### src/i2c_settings.svh
`ifndef I2C_SETTINGS_SVH
`define I2C_SETTINGS_SVH

//////////////////////////////
// Bus widths
//////////////////////////////

// Register address and data byte
`define I2C_DATA_WIDTH 8

// 7-bit device address, R/W bit appended on the wire
`define I2C_ADDR_WIDTH 7

// Tick divider input
`define I2C_DIV_WIDTH 16

//////////////////////////////
// Bit timing
//////////////////////////////

// Ticks per SCL bit
`define I2C_BIT_PHASES 4

`endif
### src/i2c_pkg.sv
package i2c_pkg;

    //////////////////////////////
    // Bit engine opcodes
    //////////////////////////////

    typedef enum logic [2:0] {
        CMD_START,
        CMD_RESTART,
        CMD_WRITE,
        CMD_READ,
        CMD_STOP
    } bit_cmd_t;

    //////////////////////////////
    // Transaction states
    //////////////////////////////

    typedef enum logic [3:0] {
        S_IDLE,
        S_START,
        S_DEV_W,
        S_REG_ADDR,
        S_DATA_W,
        S_RESTART,
        S_DEV_R,
        S_DATA_R,
        S_STOP
    } txn_state_t;

endpackage

### src/i2c_master.sv
`timescale 1ns/1ns

`include "i2c_settings.svh"

module i2c_master
    import i2c_pkg::*;
(
    input  logic                       i_clk,
    input  logic                       i_rst,
    input  logic                       i_enable,
    input  logic                       i_rw,
    input  logic [`I2C_DATA_WIDTH-1:0] i_mosi_data,
    input  logic [`I2C_DATA_WIDTH-1:0] i_reg_addr,
    input  logic [`I2C_ADDR_WIDTH-1:0] i_device_addr,
    input  logic [`I2C_DIV_WIDTH-1:0]  i_divider,
    input  logic                       i_scl,
    input  logic                       i_sda,
    output logic [`I2C_DATA_WIDTH-1:0] o_miso_data,
    output logic                       o_busy,
    output logic                       o_nack,
    output logic                       o_scl,
    output logic                       o_scl_oe,
    output logic                       o_sda,
    output logic                       o_sda_oe
);

    logic                       tick;
    logic                       cmd_valid;
    bit_cmd_t                   cmd;
    logic [`I2C_DATA_WIDTH-1:0] tx_byte;
    logic                       done;
    logic                       ack_ok;
    logic [`I2C_DATA_WIDTH-1:0] rx_byte;

    i2c_tick_gen u_tick_gen (
        .i_clk     (i_clk),
        .i_rst     (i_rst),
        .i_divider (i_divider),
        .o_tick    (tick)
    );

    i2c_txn_fsm u_txn_fsm (
        .i_clk         (i_clk),
        .i_rst         (i_rst),
        .i_tick        (tick),
        .i_enable      (i_enable),
        .i_rw          (i_rw),
        .i_device_addr (i_device_addr),
        .i_reg_addr    (i_reg_addr),
        .i_mosi_data   (i_mosi_data),
        .i_done        (done),
        .i_ack_ok      (ack_ok),
        .i_rx_byte     (rx_byte),
        .o_cmd_valid   (cmd_valid),
        .o_cmd         (cmd),
        .o_tx_byte     (tx_byte),
        .o_busy        (o_busy),
        .o_nack        (o_nack),
        .o_miso_data   (o_miso_data)
    );

    i2c_bit_engine u_bit_engine (
        .i_clk       (i_clk),
        .i_rst       (i_rst),
        .i_tick      (tick),
        .i_cmd_valid (cmd_valid),
        .i_cmd       (cmd),
        .i_tx_byte   (tx_byte),
        .i_scl       (i_scl),
        .i_sda       (i_sda),
        .o_done      (done),
        .o_ack_ok    (ack_ok),
        .o_rx_byte   (rx_byte),
        .o_scl       (o_scl),
        .o_scl_oe    (o_scl_oe),
        .o_sda       (o_sda),
        .o_sda_oe    (o_sda_oe)
    );

endmodule

### src/i2c_txn_fsm.sv
`timescale 1ns/1ns

`include "i2c_settings.svh"

module i2c_txn_fsm
    import i2c_pkg::*;
(
    input  logic                       i_clk,
    input  logic                       i_rst,
    input  logic                       i_tick,
    input  logic                       i_enable,
    input  logic                       i_rw,
    input  logic [`I2C_ADDR_WIDTH-1:0] i_device_addr,
    input  logic [`I2C_DATA_WIDTH-1:0] i_reg_addr,
    input  logic [`I2C_DATA_WIDTH-1:0] i_mosi_data,
    input  logic                       i_done,
    input  logic                       i_ack_ok,
    input  logic [`I2C_DATA_WIDTH-1:0] i_rx_byte,
    output logic                       o_cmd_valid,
    output bit_cmd_t                   o_cmd,
    output logic [`I2C_DATA_WIDTH-1:0] o_tx_byte,
    output logic                       o_busy,
    output logic                       o_nack,
    output logic [`I2C_DATA_WIDTH-1:0] o_miso_data
);

    txn_state_t                 state;
    logic                       cmd_sent;
    logic                       accept;
    logic                       rw_q;
    logic [`I2C_ADDR_WIDTH-1:0] dev_q;
    logic [`I2C_DATA_WIDTH-1:0] reg_q;
    logic [`I2C_DATA_WIDTH-1:0] data_q;

    assign accept      = (state == S_IDLE) && i_tick && i_enable;
    assign o_busy      = (state != S_IDLE);

    // One strobe per state, on the first cycle in it
    assign o_cmd_valid = o_busy && !cmd_sent;

    //////////////////////////////
    // Command decode
    //////////////////////////////

    always_comb begin
        o_cmd     = CMD_WRITE;
        o_tx_byte = data_q;
        case (state)
            S_START: begin
                o_cmd = CMD_START;
            end
            S_RESTART: begin
                o_cmd = CMD_RESTART;
            end
            S_DATA_R: begin
                o_cmd = CMD_READ;
            end
            S_STOP: begin
                o_cmd = CMD_STOP;
            end
            S_DEV_W: begin
                o_tx_byte = {dev_q, 1'b0};
            end
            S_DEV_R: begin
                o_tx_byte = {dev_q, 1'b1};
            end
            S_REG_ADDR: begin
                o_tx_byte = reg_q;
            end
            default: begin
                o_tx_byte = data_q;
            end
        endcase
    end

    // Operands held for the whole transaction
    always_ff @(posedge i_clk) begin
        if (accept) begin
            rw_q   <= i_rw;
            dev_q  <= i_device_addr;
            reg_q  <= i_reg_addr;
            data_q <= i_mosi_data;
        end
    end

    //////////////////////////////
    // Transaction FSM
    //////////////////////////////

    always_ff @(posedge i_clk) begin
        if (i_rst) begin
            state       <= S_IDLE;
            cmd_sent    <= 1'b0;
            o_nack      <= 1'b0;
            o_miso_data <= '0;
        end else begin
            if (o_cmd_valid) begin
                cmd_sent <= 1'b1;
            end
            if (accept) begin
                state  <= S_START;
                o_nack <= 1'b0;
            end else if (i_done && cmd_sent) begin
                cmd_sent <= 1'b0;
                case (state)
                    S_START:    state <= S_DEV_W;
                    S_DEV_W:    state <= S_REG_ADDR;
                    S_REG_ADDR: state <= rw_q ? S_RESTART : S_DATA_W;
                    S_DATA_W:   state <= S_STOP;
                    S_RESTART:  state <= S_DEV_R;
                    S_DEV_R:    state <= S_DATA_R;
                    S_DATA_R: begin
                        state       <= S_STOP;
                        o_miso_data <= i_rx_byte;
                    end
                    default:    state <= S_IDLE;
                endcase
                // Every written byte must be acknowledged, else abort
                if (o_cmd == CMD_WRITE && !i_ack_ok) begin
                    state  <= S_IDLE;
                    o_nack <= 1'b1;
                end
            end
        end
    end

endmodule

### src/i2c_bit_engine.sv
`timescale 1ns/1ns

`include "i2c_settings.svh"

module i2c_bit_engine
    import i2c_pkg::*;
(
    input  logic                       i_clk,
    input  logic                       i_rst,
    input  logic                       i_tick,
    input  logic                       i_cmd_valid,
    input  bit_cmd_t                   i_cmd,
    input  logic [`I2C_DATA_WIDTH-1:0] i_tx_byte,
    input  logic                       i_scl,
    input  logic                       i_sda,
    output logic                       o_done,
    output logic                       o_ack_ok,
    output logic [`I2C_DATA_WIDTH-1:0] o_rx_byte,
    output logic                       o_scl,
    output logic                       o_scl_oe,
    output logic                       o_sda,
    output logic                       o_sda_oe
);

    localparam int PH_W  = $clog2(`I2C_BIT_PHASES);
    localparam int BIT_W = $clog2(`I2C_DATA_WIDTH + 1);

    // SDA setup with SCL low, SCL released, SCL high, SCL falls
    localparam logic [PH_W-1:0] PH_SETUP = PH_W'(0);
    localparam logic [PH_W-1:0] PH_RISE  = PH_W'(1);
    localparam logic [PH_W-1:0] PH_HIGH  = PH_W'(2);
    localparam logic [PH_W-1:0] PH_FALL  = PH_W'(`I2C_BIT_PHASES - 1);

    logic                       busy;
    bit_cmd_t                   cmd_q;
    logic [PH_W-1:0]            phase;
    logic [BIT_W-1:0]           bit_cnt;
    logic [`I2C_DATA_WIDTH-1:0] shift_q;
    logic                       last_unit;
    logic                       nack_bit;
    logic                       scl_q;
    logic                       sda_q;
    logic                       sda_oe_q;

    // Byte commands run 8 data bits plus one ACK/NACK bit
    assign last_unit = (bit_cnt == '0);
    assign nack_bit  = (cmd_q == CMD_WRITE) && last_unit && !o_ack_ok;

    assign o_rx_byte = shift_q;
    assign o_scl     = scl_q;
    assign o_sda     = sda_q;
    assign o_sda_oe  = sda_oe_q;

    // Released in phase 1 so a stretching device can hold SCL low
    assign o_scl_oe  = !(busy && phase == PH_RISE);

    //////////////////////////////
    // Phase sequencer
    //////////////////////////////

    always_ff @(posedge i_clk) begin
        if (i_rst) begin
            busy     <= 1'b0;
            cmd_q    <= CMD_START;
            phase    <= PH_SETUP;
            bit_cnt  <= '0;
            scl_q    <= 1'b1;
            sda_q    <= 1'b1;
            sda_oe_q <= 1'b1;
            o_done   <= 1'b0;
            o_ack_ok <= 1'b0;
        end else begin
            o_done <= 1'b0;
            if (!busy) begin
                if (i_cmd_valid) begin
                    busy     <= 1'b1;
                    cmd_q    <= i_cmd;
                    phase    <= PH_SETUP;
                    o_ack_ok <= 1'b0;
                    if (i_cmd == CMD_WRITE || i_cmd == CMD_READ) begin
                        bit_cnt <= BIT_W'(`I2C_DATA_WIDTH);
                    end else begin
                        bit_cnt <= '0;
                    end
                end
            end else if (i_tick) begin
                case (phase)
                    PH_SETUP: begin
                        phase <= PH_RISE;
                        case (cmd_q)
                            CMD_START, CMD_RESTART: begin
                                sda_q    <= 1'b1;
                                sda_oe_q <= 1'b1;
                            end
                            CMD_STOP: begin
                                sda_q    <= 1'b0;
                                sda_oe_q <= 1'b1;
                            end
                            CMD_WRITE: begin
                                sda_q    <= shift_q[`I2C_DATA_WIDTH-1];
                                sda_oe_q <= !last_unit;
                            end
                            CMD_READ: begin
                                // Last bit is the NACK
                                sda_q    <= 1'b1;
                                sda_oe_q <= last_unit;
                            end
                            default: begin
                                sda_oe_q <= 1'b1;
                            end
                        endcase
                    end
                    PH_RISE: begin
                        // Wait out clock stretching
                        if (i_scl) begin
                            scl_q <= 1'b1;
                            phase <= PH_HIGH;
                        end
                    end
                    PH_HIGH: begin
                        phase <= PH_FALL;
                        case (cmd_q)
                            CMD_START, CMD_RESTART: begin
                                sda_q <= 1'b0;
                            end
                            CMD_STOP: begin
                                sda_q <= 1'b1;
                            end
                            CMD_WRITE: begin
                                if (last_unit) begin
                                    o_ack_ok <= !i_sda;
                                end
                            end
                            default: begin
                                sda_q <= sda_q;
                            end
                        endcase
                    end
                    PH_FALL: begin
                        phase <= PH_SETUP;
                        // After a stop or a refused byte SCL stays high
                        if (cmd_q != CMD_STOP && !nack_bit) begin
                            scl_q <= 1'b0;
                        end
                        // SDA is already high from the NACK, so no stop
                        if (nack_bit) begin
                            sda_q    <= 1'b1;
                            sda_oe_q <= 1'b1;
                        end
                        if (last_unit) begin
                            busy   <= 1'b0;
                            o_done <= 1'b1;
                        end else begin
                            bit_cnt <= bit_cnt - 1'b1;
                        end
                    end
                    default: begin
                        phase <= PH_SETUP;
                    end
                endcase
            end
        end
    end

    //////////////////////////////
    // Data shift register
    //////////////////////////////

    // Shifts in the sampled SDA for writes too, so the MSB is always next
    always_ff @(posedge i_clk) begin
        if (!busy && i_cmd_valid) begin
            shift_q <= i_tx_byte;
        end else if (busy && i_tick && phase == PH_HIGH && !last_unit) begin
            shift_q <= {shift_q[`I2C_DATA_WIDTH-2:0], i_sda};
        end
    end

endmodule

### src/i2c_tick_gen.sv
`timescale 1ns/1ns

`include "i2c_settings.svh"

module i2c_tick_gen (
    input  logic                      i_clk,
    input  logic                      i_rst,
    input  logic [`I2C_DIV_WIDTH-1:0] i_divider,
    output logic                      o_tick
);

    logic [`I2C_DIV_WIDTH-1:0] div_cnt;

    // Terminal count, also catches a divider lowered below the count
    assign o_tick = (div_cnt >= i_divider);

    always_ff @(posedge i_clk) begin
        if (i_rst) begin
            div_cnt <= '0;
        end else if (o_tick) begin
            div_cnt <= '0;
        end else begin
            div_cnt <= div_cnt + 1'b1;
        end
    end

endmodule

### config.mk
export PLATFORM = sky130hd
export DESIGN_NAME = i2c_master
export DESIGN_NICKNAME = d
export VERILOG_FILES = /design/src/i2c_pkg.sv /design/src/i2c_master.sv /design/src/i2c_txn_fsm.sv /design/src/i2c_bit_engine.sv /design/src/i2c_tick_gen.sv
export VERILOG_INCLUDE_DIRS = /design/src
export SDC_FILE = /design/constraint.sdc
export NUM_CORES = 1
export LEC_CHECK = 0
export ABC_AREA = 1
export BUFFER_PORTS_ARGS = -buffer_cell sky130_fd_sc_hd__buf_2
export CAP_MARGIN = 25
export CORE_MARGIN = 2
export CORE_UTILIZATION = 35
export CTS_CLUSTER_DIAMETER = 120
export CTS_CLUSTER_SIZE = 24
export DETAILED_ROUTE_END_ITERATION = 10
export GPL_TIMING_DRIVEN = 1
export PLACE_DENSITY_LB_ADDON = 0.3
export REMOVE_ABC_BUFFERS = 1
export SETUP_SLACK_MARGIN = 0.3
export SLEW_MARGIN = 0
export SYNTH_ARGS = -nofsm -noshare
export SYNTH_HDL_FRONTEND = slang
export SYNTH_HIERARCHICAL = 1
export SYNTH_SLANG_ARGS = --single-unit
### constraint.sdc
create_clock -name i_clk -period 2.3 [get_ports i_clk]
set_input_delay 0.46 -clock i_clk [delete_from_list [all_inputs] [get_ports i_clk]]
set_output_delay 0.46 -clock i_clk [all_outputs]
set_load 0.01 [all_outputs]
# [Word level (Yosys, flattened, before mapping)]
# Index checks and enable logic that the tools add are counted.
# W data, S select, Z words.
[op_classes] reduce_logical=47 bitwise=4 eq_ne=30 muxes=44 n_lt_le_gt_ge=1 add_sub_neg=2
[ops] cell="$mux W4" count=7
[ops] cell="$pmux W4 S6" count=1
[ops] cell="$pmux W8 S3" count=1
[ops] cell="$mux W1" count=21
[ops] cell="$add A16 B1 Y16 const B" count=1
[ops] cell="$eq A4 B3 Y1 const B" count=4
[ops] cell="$ge A16 B16 Y1" count=1
[ops] cell="$mux W8" count=2
[ops] cell="$logic_and A1 B1 Y1" count=13
[ops] cell="$eq A3 B2 Y1 const B" count=4
[ops] cell="$ne A2 B2 Y1 const B" count=6
[ops] cell="$pmux W3 S4" count=1
[ops] cell="$reduce_and A5 Y1" count=2
[ops] cell="$reduce_bool A2 Y1" count=5
[ops] cell="$ne A3 B3 Y1 const B" count=3
[ops] cell="$eq A4 B2 Y1 const B" count=2
[ops] cell="$logic_not A4 Y1" count=2
[ops] cell="$mux W2" count=4
[ops] cell="$pmux W1 S2" count=4
[ops] cell="$pmux W2 S4" count=1
[ops] cell="$reduce_and A4 Y1" count=2
[ops] cell="$reduce_or A2 Y1" count=4
[ops] cell="$logic_not A1 Y1" count=7
[ops] cell="$ne A2 B1 Y1 const B" count=3
[ops] cell="20 further kinds" count=27
[totals] reg_bits=77 wordCells=148 out_inout_bits=14 inputBits=45

# [Depth between registers and ports, before layout]
# Gate-level depths: netlist of the first run.
[logic_depth] word_depth=7 mapped_depth=19

# [Modules after synthesis]
# Netlist of the first run, hierarchy kept.
[modules_own_cells] mod="i2c_txn_fsm" area_per_inst_um2=1626.6 instances=1 cells_per_inst=177 seq_area_each_um2=1001.0
[modules_own_cells] mod="i2c_bit_engine" area_per_inst_um2=1272.5 instances=1 cells_per_inst=166 seq_area_each_um2=540.5
[modules_own_cells] mod="i2c_tick_gen" area_per_inst_um2=1187.4 instances=1 cells_per_inst=161 seq_area_each_um2=320.3

# [Least setup slack after synthesis of the first run]
# No wires, ideal clock.
[synth_path] path_type="input-to-reg" start="input port i_divider[3]" end="register u_txn_fsm.data_q[0] (enable)" t_required_ns=1.921 setup_slack_ns=-0.082 path_stages=12 arrival_time_ns=2.003 path_cell_list="inv_1 ha_1 nand2_1 nor2_1 nor2_1 nand2_1 nand2_1 nand2_1 nand2_2 nand2_1 nand4_2 inv_1"
[synth_between] elab_chain_len=3
[synth_lines] element="from (decl)" line="i2c_master.sv:15" rtl="input logic [`I2C_DIV_WIDTH-1:0] i_divider,"
[synth_lines] element="$ge A16 B16 Y1" line="i2c_tick_gen.sv:15" rtl="assign o_tick = (div_cnt >= i_divider);"
[synth_lines] element="via tick" line="i2c_master.sv:27" rtl="logic tick;"
[synth_lines] element="$logic_and A1 B1 Y1 (2 in a row)" line="i2c_txn_fsm.sv:35" rtl="assign accept = (state == S_IDLE) && i_tick && i_enable;"
[synth_lines] element="via u_txn_fsm.accept" line="i2c_txn_fsm.sv:29" rtl="logic accept;"
[synth_lines] element="to (signal assigned)" line="i2c_txn_fsm.sv:82" rtl="data_q <= i_mosi_data;"
[synth_lines] element="to (decl)" line="i2c_txn_fsm.sv:33" rtl="logic [`I2C_DATA_WIDTH-1:0] data_q;"
# The timed path passes the listed nets, and every way through them passes these cells.
# A chain may end at the register's enable or synchronous reset.

# [Final worst setup path of the first run]
[layout_path] start="register u_tick_gen.div_cnt[0]" end="register u_bit_engine.o_done"
[layout_between] elab_chain_len=3
[layout_lines] element="from (decl)" line="i2c_tick_gen.sv:12" rtl="logic [`I2C_DIV_WIDTH-1:0] div_cnt;"
[layout_lines] element="from (signal assigned)" line="i2c_tick_gen.sv:23" rtl="div_cnt <= div_cnt + 1'b1;"
[layout_lines] element="$ge A16 B16 Y1" line="i2c_tick_gen.sv:15"
[layout_lines] element="via tick" line="i2c_master.sv:27"
[layout_lines] element="$not A1 Y1 (no line)"
[layout_lines] element="$reduce_or A4 Y1 (no line)"
[layout_lines] element="to (signal assigned)" line="i2c_bit_engine.sv:70" rtl="o_done <= 1'b0;"
[layout_lines] element="to (signal assigned)" line="i2c_bit_engine.sv:73" rtl="o_done <= 1'b0;"
[layout_lines] element="to (signal assigned)" line="i2c_bit_engine.sv:152" rtl="o_done <= 1'b1;"
[layout_lines] element="to (decl)" line="i2c_bit_engine.sv:16" rtl="output logic o_done,"
# The timed path passes the listed nets, and every way through them passes these cells.

==> results of run 1 <==
## cells in the mapped netlist (3+ instances only)
| library cell | n |
|---|---|
| nand2_1 | 126 |
| dfxtp_1 | 45 |
| nand3_1 | 44 |
| nor2_1 | 58 |
| nor2_2 | 18 |
| nand2_4 | 3 |
| o21ai_0 | 11 |
| edfxtp_1 | 32 |
| xor2_1 | 6 |
| inv_1 | 67 |
| ha_1 | 24 |
| xnor2_1 | 9 |
| nand3_4 | 3 |
| nand2_2 | 4 |
| nand4_1 | 5 |
| inv_2 | 4 |
| a21oi_1 | 18 |
## worst max-delay path by stage
stage	startpoint	to
6_report	u_tick_gen/div_cnt[0]$_SDFF_PP0_	u_bit_engine/o_done$_SDFF_PP0_
2_1_floorplan	i_divider[3]	u_txn_fsm/data_q[0]$_DFFE_PP_
3_5_place_dp	i_divider[3]	u_bit_engine/o_rx_byte[5]$_DFFE_PP_
3_3_place_gp	i_divider[3]	u_bit_engine/o_rx_byte[3]$_DFFE_PP_
5_1_grt	u_tick_gen/div_cnt[0]$_SDFF_PP0_	u_bit_engine/o_sda$_SDFFE_PP1P_
4_1_cts	u_tick_gen/div_cnt[3]$_SDFF_PP0_	u_bit_engine/o_sda$_SDFFE_PP1P_
## worst max-delay path, delay by kind of cell (launching register included)
family / cells / cell delay, ns
simple gates: 10 / 1.00
flops: 1 / 0.34
buf+inv: 2 / 0.21
fa+ha+maj: 1 / 0.24
## kinds of logic (layout without fill, tap and decap cells)
| family | Yosys count | after routing | synth area share [%] |
|---|---|---|---|
| flops | 77 | 77 | 45.6 |
| xor+xnor | 15 | 15 | 3.22 |
| buf+inv | 79 | 161 | 7.96 |
| compound gates | 38 | 38 | 5.11 |
| simple gates | 271 | 272 | 30.8 |
| fa+ha+maj | 24 | 24 | 7.35 |
## layer usage
layer	track usage, %	vias to the layer above	wire (um)
met4	6.10	0	169
met5	0	-	0
li1	-	1771	-
met2	22.6	66	4150
met1	18.6	1530	4020
met3	3.46	15	384
## stage by stage
step           power (mW)  hold slack, ns  util, %  setup TNS (ns)  cell area, um^2
2_1_floorplan        1.51           0.403        -           -1.96             4040
3_3_place_gp         1.56           0.415     40.1               0             4580
3_5_place_dp         1.57           0.423     40.1          -0.443             4580
4_1_cts              2.96           0.287     42.8               0             4890
5_1_grt              3.05           0.290     44.4               0             5070
6_report             2.94           0.300     44.4               0             5070
## repair_timing
action | CTS | global route
pin swaps | 0 | 17
resized for setup | 5 | 33
cloned | 0 | 1
endpoints found under the setup margin | 49 | 51
setup buffers | 0 | 6
## flip-flops by register name, indices dropped and copies added, names as in the netlist
register	count
u_txn_fsm/dev_q	7
u_tick_gen/div_cnt	16
u_bit_engine/o_rx_byte	8
u_bit_engine/o_ack_ok	1
u_bit_engine/cmd_q	3
u_bit_engine/phase	2
u_txn_fsm/state	4
u_txn_fsm/data_q	8
u_txn_fsm/o_nack	1
u_bit_engine/o_scl	1
u_bit_engine/bit_cnt	4
u_txn_fsm/rw_q	1
u_txn_fsm/o_miso_data	8
u_txn_fsm/reg_q	8
u_bit_engine/o_sda	1
u_bit_engine/o_sda_oe	1
u_txn_fsm/cmd_sent	1
u_bit_engine/busy	1
u_bit_engine/o_done	1
## power groups by stage
stage / registers [mW] / logic [mW] / clock network [mW]
global placement: 1.46 / 0.106 / 0
CTS: 1.43 / 0.112 / 1.42
detailed placement: 1.46 / 0.111 / 0
floorplan: 1.46 / 0.0534 / 0
finish: 1.43 / 0.124 / 1.39
global route: 1.43 / 0.144 / 1.48
## layout make-up
class | instances | area [um^2]
clock buffers | 11 | 233
multi-input cells | 349 | 2030
fillers | 1138 | 6340
clock inverters | 5 | 60.1
inverters | 74 | 283
repair buffers | 71 | 412
well taps | 143 | 179
flip-flops and latches | 77 | 1880
==> summary.txt, run 1 <==
Critical path
  • Setup crit end kind: flip-flop
  • CP arrival: 2.12 ns
  • RR Endpoint: u_bit_engine/o_done$_SDFF_PP0_
  • Critical path class: flip-flop to flip-flop
  • Max incr delay on CP: around 0.38 ns
  • Slowest cell on crit path: nor4_1
  • Reg2reg start: u_tick_gen/div_cnt[0]$_SDFF_PP0_
  • CP startpoint kind: flip-flop
  • Crit-path max FO: 4
  • Register-to-Register Setup Slack: 0.38 ns
  • Cells on worst reg2reg path: 13
  • Most used cell, CP: nand2_1
  • Critical Path, Cell by Cell: inv_2 -> ha_4 -> nand2_1 -> nor2_1 -> nor2_1 -> nand2_1 -> nand2_1 -> nand2_2 -> nand2_2 -> nand2_4 -> nand2_4 -> buf_6 -> nor4_1
  • Worst EP required: roughly 2.5 ns

Floorplan
  • Starting Density: a little over a third
  • Row cnt: 39
  • Die H: 112 um
  • Die ar.: 0.0126 mm^2
  • Die W: around 110 um
  • Core ar.: 0.0114 mm^2
  • IO Pins: between 50 and 60

Timing
  • Slew Limit Fails: 0
  • RSZ-0062 raised after global routing: true
  • Final min period: 1.92 ns
  • Peak Freq: 521 MHz
  • Final WS setup: 0.379 ns
  • Worst slew margin: 64.2%
  • Hold Vio Cnt, Final: 0
  • Tcrit/Tclk final: between 80 and 90%
  • Final setup skew: 0.00750 ns
  • Final setup viols: 0
  • Least-Margin Pin Slew: ~0.53 ns

Synthesis
  • Avg Cell Area, Syn: approximately 8 um^2
  • Post-synth EDFFs: 32
  • Synth area leader: edfxtp_1
  • Synth Warn #: 6
  • Dominant cells by area after synthesis: edfxtp_1, dfxtp_1, nand2_1
  • Register bit total from synthesis: 77
  • Post-Syn Area: 0.00409 mm^2
  • Async S/R FF share, synth: 0%
  • Post-Syn Instances: 504
  • Yosys cell types: 38
  • Sequential share of the synthesized area: a little under half
  • Yosys top cell area share: 23.5%
  • Ys flop type: dfxtp_1

Global route
  • GRT Resource Usage Total: 14.2%
  • Vias in the first global route: 3182
  • Largest net degree at the start of global routing: 25
  • Global-route wire length before repair: about 14000 um
  • Initial antenna violation count: 0
  • GR Overflow Total: 0

Pwr
  • Clock power share: 47.2%
  • Max VDD drop: 0.369 mV
  • Power per cell area: 579 mW/mm^2
  • Combinational share of power: 4.2%
  • Sw Pwr: 612 uW
  • Leak: 2.25 nW
  • Seq pwr share: 48.6%
  • Sw frac: 20.8%
  • Internal cell power: 2.33 mW

Clock tree
  • CTS tree: built
  • Sink Count: 77
  • Root Driver: clkbuf_16
  • # H-tree levels: 3
  • Post-CTS Hold Buffers: 0
  • Clk slew on worst S/H paths: roughly 0.060 ns
  • Longest Clk Path Bufs: 2
  • Clock latency at the later pin of the worst-skew pair: between 0.3 and 0.4 ns
  • Num CTS Buffers: 9

Layout
  • Cell Count, Final, Fillers Out: 730
  • Layout Nets: 651
  • Share of layout cells above drive strength 1: 25.7%
  • Area added between synthesis and finish: 24.2%
  • Most frequent cells in the layout: nand2_1, inv_1, buf_2, nor2_1, nand3_1
  • Most common cell after layout, fill and taps aside: nand2_1
  • N_diodes: 0

Placed design
  • Dpl ws: -0.0555 ns
  • RePlAce Congestion: 0.861
  • Port Buffers: 58
  • Cell Count Post-Placement: 707
  • DPL Wire Length: between 6000 and 7000 um

Job
  • Max-Cap Viols: 0

Routing
  • Post-route ant nets: 0
  • Vias per Instance: between 4 and 5
  • Routed WL per cell: 11.9 um
  • DR pass1 iterations: 6
  • Overall routed net length: 8720 um
  • Via Count: 3382
  • Starting DRT DRC Count: 186
  • # DRC: 0

Min path
  • Worst hold start: i_device_addr[0]
  • WHS Path Cells: 1
  • Type of the most critical hold path: input pin to flip-flop
  • Hold EP: u_txn_fsm/dev_q[0]$_DFFE_PP_

Run status
  • Status: complete, no violations
(Power assumes the default switching activity.)
==> inputs of run 2 (changes only) <==
==> constraint.sdc (replaced) <==
create_clock -name i_clk -period 1.7 [get_ports i_clk]
set_input_delay 0.34 -clock i_clk [delete_from_list [all_inputs] [get_ports i_clk]]
set_output_delay 0.34 -clock i_clk [all_outputs]
set_load 0.01 [all_outputs]
==> summary.txt, run 2 (same netlist as run 1, synthesis figures left out) <==
Run status
  • Status: finished with violations
  • Violated checks: setup timing

Critical path
  • Max incr delay on CP: 0.31 ns
  • CP arrival: 1.95 ns
  • Slowest cell on crit path: dfxtp_1
  • Critical Path, Cell by Cell: ha_1 -> nand4_1 -> a21oi_1 -> nor2_2 -> nand2_4 -> nand4_2 -> inv_4 -> clkbuf_16
  • Setup crit end kind: flip-flop
  • Critical path class: flip-flop to flip-flop
  • CP startpoint kind: flip-flop
  • Cells on worst reg2reg path: 8
  • Worst EP required: 1.75 ns
  • Crit-path max FO: 12

Layout
  • Cell Count, Final, Fillers Out: 761
  • Share of layout cells above drive strength 1: 37.9%
  • Max FFs per register: 16
  • Sequential Area: between 0.0015 and 0.002 mm^2
  • Multi-input combinational cell area: around 0.0023 mm^2
  • Layout Nets: 682
  • Most common cell after layout, fill and taps aside: nand2_1
  • N_diodes: 0
  • Most frequent cells in the layout: nand2_1, inv_1, buf_2, nor2_1
  • Fill cells: around 1100
  • Largest Register: u_tick_gen/div_cnt
  • Area added between synthesis and finish: 37.6%
  • Cell area after layout: 0.00562 mm^2

Floorplan
  • Row cnt: 39
  • Core ar.: 0.0114 mm^2
  • Starting Density: 35.8%
  • Die H: 112 um
  • Die ar.: 0.0126 mm^2
  • IO Pins: slightly below 60
  • Die W: 112 um

Timing
  • Final setup viols: 55
  • RSZ-0062 raised after global routing: true
  • Tcrit/Tclk final: 112%
  • Final setup skew: 0.00537 ns
  • Peak Freq: ~530 MHz
  • Slew Limit Fails: 0
  • Hold Vio Cnt, Final: 0
  • Least-Margin Pin Slew: approximately 0.4 ns
  • Final WS setup: -0.198 ns
  • Worst slew margin: 73.5%
  • Final min period: approximately 1.9 ns

Routing
  • Wire length on met3: 405 um
  • Routed WL per cell: 12.4 um
  • Starting DRT DRC Count: 221
  • WL met1: 4380 um
  • DR pass1 iterations: 4
  • Post-route ant nets: 0
  • Overall routed net length: 9430 um
  • DR top layer: met4
  • Via Count: 3551
  • # DRC: 0
  • Met2 wire length: 4510 um
  • Vias per Instance: 4.67

Placed design
  • Post-DP Area: 0.00475 mm^2
  • DPL Wire Length: 6420 um
  • Cell Count Post-Placement: 728
  • RePlAce Congestion: 0.875
  • Port Buffers: 58

Pwr
  • Power per cell area: 715 mW/mm^2
  • Leak: 2.48 nW
  • Max VDD drop: approximately 0.40 mV

Global route
  • Global-route wire length before repair: 15500 um
  • GR Overflow Total: 0
  • GRT Resource Usage Total: between 10% and 20%
  • Largest net degree at the start of global routing: 25
  • Vias in the first global route: 3388
  • Initial antenna violation count: 0

Job
  • Max-Cap Viols: 0

Min path
  • Type of the most critical hold path: input pin to flip-flop
  • WHS Path Cells: 1

Clock tree
  • Clk slew on worst S/H paths: 0.06 ns
  • Clock latency at the later pin of the worst-skew pair: about 0.33 ns
  • Root Driver: clkbuf_16
  • Longest Clk Path Bufs: 2
  • Num CTS Buffers: 9
  • Sink Count: a little under 80
  • CTS tree: built
  • # H-tree levels: 3
[run 2: changes by cell type in the layout (fill, tap and decap cells not counted), moves of 4 or more]
cell	delta
nor2_1	-6
nor2_4	+5
nand2_1	-13
inv_1	-5
buf_4	+24
ha_1	-7
nand2_2	+10
dfxtp_1	-8
dfxtp_2	+7
nand3_2	+10
nand3_1	-10
ha_4	+7
buf_6	+4
[run 2: report_power, final]
group / switching [mW] / internal [mW] / total (mW)
sequential: 0.00630 / 1.92 / 1.93
clock: 0.766 / 1.14 / 1.90
combinational: 0.0959 / 0.0923 / 0.188
[run 2: final cells by class]
| cell class | count | share of cell area [%] |
|---|---|---|
| Multi-Input combinational cell | 350 | 40.3 |
| Sequential cell | 77 | 33.6 |
| Timing Repair Buffer | 101 | 12.5 |
| Inverter | 74 | 5.23 |
| Clock buffer | 9 | 4.00 |
| Tap cell | 143 | 3.18 |
| Clock inverter | 7 | 1.27 |
[run 2: layer usage]
layer | track usage, % | vias to the layer above
li1 | - | 1841
met5 | 0 | -
met4 | 5.53 | 0
met1 | 20.1 | 1613
met3 | 3.24 | 11
met2 | 24.8 | 86
[run 2: path summary, 6_finish.rpt]
check | from | endpoint | slack [ns]
worst min register to register | u_bit_engine/bit_cnt[0]$_SDFFE_PP0P_ | u_bit_engine/bit_cnt[0]$_SDFFE_PP0P_ | 0.43
worst max-delay path | u_tick_gen/div_cnt[12]$_SDFF_PP0_ | u_txn_fsm/reg_q[2]$_DFFE_PP_ | -0.20
worst max register to register | u_tick_gen/div_cnt[12]$_SDFF_PP0_ | u_txn_fsm/reg_q[2]$_DFFE_PP_ | -0.20
worst min-delay path | i_reg_addr[4] | u_txn_fsm/reg_q[4]$_DFFE_PP_ | 0.18
[run 2: worst max-delay path, delay by kind of cell, from the launching register on]
family	cells	cell delay [ns]
adders and majority gates	1	0.28
and+or+nand+nor	4	0.48
AOI/OAI and AO/OA	1	0.21
DFF	1	0.31
buffers and inverters	2	0.33
[run 2: repair_timing]
action | in CTS | in global routing
pin swaps | 15 | 20
resized for setup | 64 | 45
hold buffers | 0 | 0
buffers inserted | 7 | 6
gates cloned | 1 | 3
endpoints found under the setup margin | 86 | 87
[run 2: metrics by stage]
| stage | utilization, % | power, mW | TNS, ns | hold WS (ns) | worst slack [ns] |
|---|---|---|---|---|---|
| 2_1_floorplan | - | 2.05 | -18.42 | 0.402 | -0.601 |
| 3_3_place_gp | 41.6 | 2.12 | -21.97 | 0.412 | -0.435 |
| 3_5_place_dp | 41.6 | 2.13 | -23.30 | 0.417 | -0.454 |
| 4_1_cts | 47.1 | 4.05 | -7.79 | 0.167 | -0.184 |
| 5_1_grt | 49.3 | 4.19 | -14.97 | 0.160 | -0.308 |
| 6_report | 49.3 | 4.02 | -8.76 | 0.179 | -0.198 |
==> inputs of run 3 (changes only) <==
--- a/config.mk
+++ b/config.mk
@@ -6,7 +6,6 @@
 export SDC_FILE = /design/constraint.sdc
 export NUM_CORES = 1
 export LEC_CHECK = 0
-export ABC_AREA = 1
 export BUFFER_PORTS_ARGS = -buffer_cell sky130_fd_sc_hd__buf_2
 export CAP_MARGIN = 25
 export CORE_MARGIN = 2
@@ -14,6 +13,7 @@
 export CTS_CLUSTER_DIAMETER = 120
 export CTS_CLUSTER_SIZE = 24
 export DETAILED_ROUTE_END_ITERATION = 10
+export GPL_ROUTABILITY_DRIVEN = 0
 export GPL_TIMING_DRIVEN = 1
 export PLACE_DENSITY_LB_ADDON = 0.3
 export REMOVE_ABC_BUFFERS = 1
==> constraint.sdc (replaced) <==
create_clock -name i_clk -period 1.9 [get_ports i_clk]
set_input_delay 0.38 -clock i_clk [delete_from_list [all_inputs] [get_ports i_clk]]
set_output_delay 0.38 -clock i_clk [all_outputs]
set_load 0.01 [all_outputs]
==> summary.txt, run 3 <==
Critical path
  • Slowest cell on crit path: or4b_4
  • Critical path's top delay family: simple AND/OR/NAND/NOR gates
  • Crit-path max FO: 5
  • Worst EP required: 2.17 ns
  • Reg2reg start: u_tick_gen/div_cnt[9]$_SDFF_PP0_
  • CP startpoint kind: flip-flop
  • Critical Path, Cell by Cell: ha_4 -> and3_4 -> or4b_4 -> o31ai_4 -> or3b_4 -> nand3_4 -> nor4_4 -> mux2_4 -> nor2_2
  • Cells on worst reg2reg path: 9
  • Register-to-Register Setup Slack: -0.62 ns
  • CP arrival: roughly 2.8 ns
  • CP Depth: 9
  • RR Endpoint: u_bit_engine/o_ack_ok$_SDFFE_PP0P_
  • Setup crit end kind: flip-flop
  • WP buf/inv: 0
  • Critical path class: flip-flop to flip-flop
  • Max incr delay on CP: 0.46 ns

Timing
  • Least-Margin Pin Slew: 0.838 ns
  • Final min period: 2.52 ns
  • Worst slew margin: 44.0%
  • Slew Limit Fails: 0
  • RSZ-0062 raised after global routing: true
  • Hold Vio Cnt, Final: 0
  • Final WS setup: -0.623 ns
  • Peak Freq: 396 MHz
  • Tcrit/Tclk final: 133%
  • Final setup skew: 0.00941 ns
  • Final setup viols: 65

Synthesis
  • Synth Warn #: 6
  • Yosys top cell area share: 23.6%
  • Ys flop type: dfxtp_1
  • Yosys cell types: 59
  • Count leader, synth: dfxtp_1
  • Dominant cells by area after synthesis: edfxtp_1, dfxtp_1, ha_1
  • Register bit total from synthesis: 77
  • Post-Syn Area: 0.00408 mm^2
  • Avg Cell Area, Syn: 9.93 um^2
  • Synth area leader: edfxtp_1
  • Sequential share of the synthesized area: between 40% and 50%
  • Post-synth EDFFs: 32
  • Async S/R FF share, synth: 0%
  • Post-Syn Instances: 411
  • Synth cell count leaders: dfxtp_1, nand2_1, edfxtp_1, inv_1, a21oi_1

Routing
  • DR pass1 iterations: 5
  • # DRC: 0
  • Overall routed net length: 9840 um
  • Starting DRT DRC Count: 147
  • Routed WL per cell: 14.8 um
  • Via Count: 3436
  • Vias per Instance: 5.17
  • Post-route ant nets: 0

Layout
  • Max FFs per register: 16
  • Most frequent cells in the layout: buf_2, buf_4, nand2_1, dfxtp_1, edfxtp_1
  • Layout Nets: 585
  • Share of layout cells above drive strength 1: a little under two fifths
  • Area added between synthesis and finish: 38.6%
  • Largest Register: u_tick_gen/div_cnt
  • Fin util: between 40% and 50%
  • N_diodes: 0
  • Most common cell after layout, fill and taps aside: buf_2
  • Cell area after layout: 0.00566 mm^2

Min path
  • Type of the most critical hold path: input pin to flip-flop
  • Hold EP: u_txn_fsm/data_q[4]$_DFFE_PP_
  • WHS Path Cells: 1
  • Worst hold start: i_mosi_data[4]

Global route
  • Global-route wire length before repair: 16000 um
  • Initial antenna violation count: 0
  • Largest net degree at the start of global routing: 28
  • GRT Resource Usage Total: approximately 16%
  • Vias in the first global route: ~3300
  • GR Overflow Total: 0

Pwr
  • Seq pwr share: 46.4%
  • Sw frac: 21.3%
  • Internal cell power: just under 3 mW
  • Sw Pwr: 794 uW
  • Leak: 2.19 nW
  • Power per cell area: ~660 mW/mm^2
  • Clock power share: roughly 48%
  • Combinational share of power: around 5.4%
  • Max VDD drop: 0.474 mV

Floorplan
  • Starting Density: 35.7%
  • Die H: 112 um
  • Die W: approximately 110 um
  • Core ar.: 0.0114 mm^2
  • IO Pins: 59
  • Die ar.: 0.0125 mm^2
  • Row cnt: 39

Clock tree
  • Root Driver: clkbuf_16
  • Clock latency at the later pin of the worst-skew pair: around 0.33 ns
  • Post-CTS Hold Buffers: 0
  • Clk slew on worst S/H paths: 0.06 ns
  • Sink Count: 77
  • Num CTS Buffers: 9
  • CTS tree: built
  • Longest Clk Path Bufs: 2
  • # H-tree levels: 3

Placed design
  • Port Buffers: 58
  • Post-DP Area: roughly 0.0048 mm^2
  • DPL Wire Length: 6650 um

Run status
  • Status: finished with violations
  • Violated checks: setup timing

Job
  • Max-Cap Viols: 0
## run 3: layout make-up
| type | instances | area [um^2] |
|---|---|---|
| multi-input combinational | 282 | 2340 |
| clock inverter | 6 | 67.6 |
| fill | 1034 | 5760 |
| timing repair buffer | 115 | 822 |
| tap | 143 | 179 |
| clock buffer | 10 | 250 |
| inverter | 31 | 116 |
| sequential | 77 | 1880 |
## run 3: what timing repair did
item,4_1_cts,5_1_grt
endpoints found under the setup margin,78,86
pin swaps,11,25
gates cloned,0,1
resized for setup,31,52
setup buffers,6,9
## run 3: cells by family after synthesis
kind of cell,count (synthesis),synth area share (%)
simple gates,158,23.1
compound gates,81,13.9
flops,77,45.6
buf+inv,52,5.86
fa+ha+maj,24,7.36
xor+xnor,17,3.65
mux,2,0.521
## run 3: routing by layer
layer	routed length (um)	GRT usage, %
met1	4540	21.2
met2	4730	25.1
met3	430	3.38
met4	145	4.63
met5	0	0
## run 3: worst reg2reg max path, cell delays in order, from the launching register on
cell and delay (ns):
dfxtp_2 0.34, ha_4 0.26, and3_4 0.17, or4b_4 0.46, o31ai_4 0.21, or3b_4 0.24
nand3_4 0.11, nor4_4 0.26, mux2_4 0.33, nor2_2 0.08
## run 3: how the worst max path moves through the flow
stage | startpoint | endpoint | slack, ns
2_1_floorplan | i_divider[15] | u_bit_engine/o_rx_byte[0]$_DFFE_PP_ | -1.54
3_3_place_gp | i_divider[0] | u_bit_engine/bit_cnt[0]$_SDFFE_PP0P_ | -0.88
3_5_place_dp | i_divider[0] | u_bit_engine/bit_cnt[0]$_SDFFE_PP0P_ | -0.96
4_1_cts | u_tick_gen/div_cnt[9]$_SDFF_PP0_ | u_bit_engine/o_ack_ok$_SDFFE_PP0P_ | -0.60
5_1_grt | u_tick_gen/div_cnt[10]$_SDFF_PP0_ | u_bit_engine/o_ack_ok$_SDFFE_PP0P_ | -0.71
6_report | u_tick_gen/div_cnt[9]$_SDFF_PP0_ | u_bit_engine/o_ack_ok$_SDFFE_PP0P_ | -0.62
## run 3: power by group through the flow
stage                     logic (mW)  clock network [mW]  registers, mW
after CTS                      0.181                1.83           1.73
after global placement         0.156                   0           1.77
after floorplan               0.0598                   0           1.77
after global routing           0.223                1.90           1.73
final                          0.202                1.80           1.73
after detailed placement       0.161                   0           1.77
## run 3: metrics by stage
| step | TNS, ns | power, mW | instances | worst slack [ns] | hold WS [ns] |
|---|---|---|---|---|---|
| 5_1_grt | -32.35 | 3.85 | 664 | -0.709 | 0.213 |
| 6_report | -27.84 | 3.72 | 664 | -0.623 | 0.216 |
| 2_1_floorplan | -73.97 | 1.83 | 390 | -1.54 | 0.445 |
| 4_1_cts | -25.92 | 3.74 | 654 | -0.603 | 0.207 |
| 3_3_place_gp | -41.35 | 1.92 | 632 | -0.880 | 0.463 |
| 3_5_place_dp | -44.10 | 1.93 | 632 | -0.963 | 0.466 |
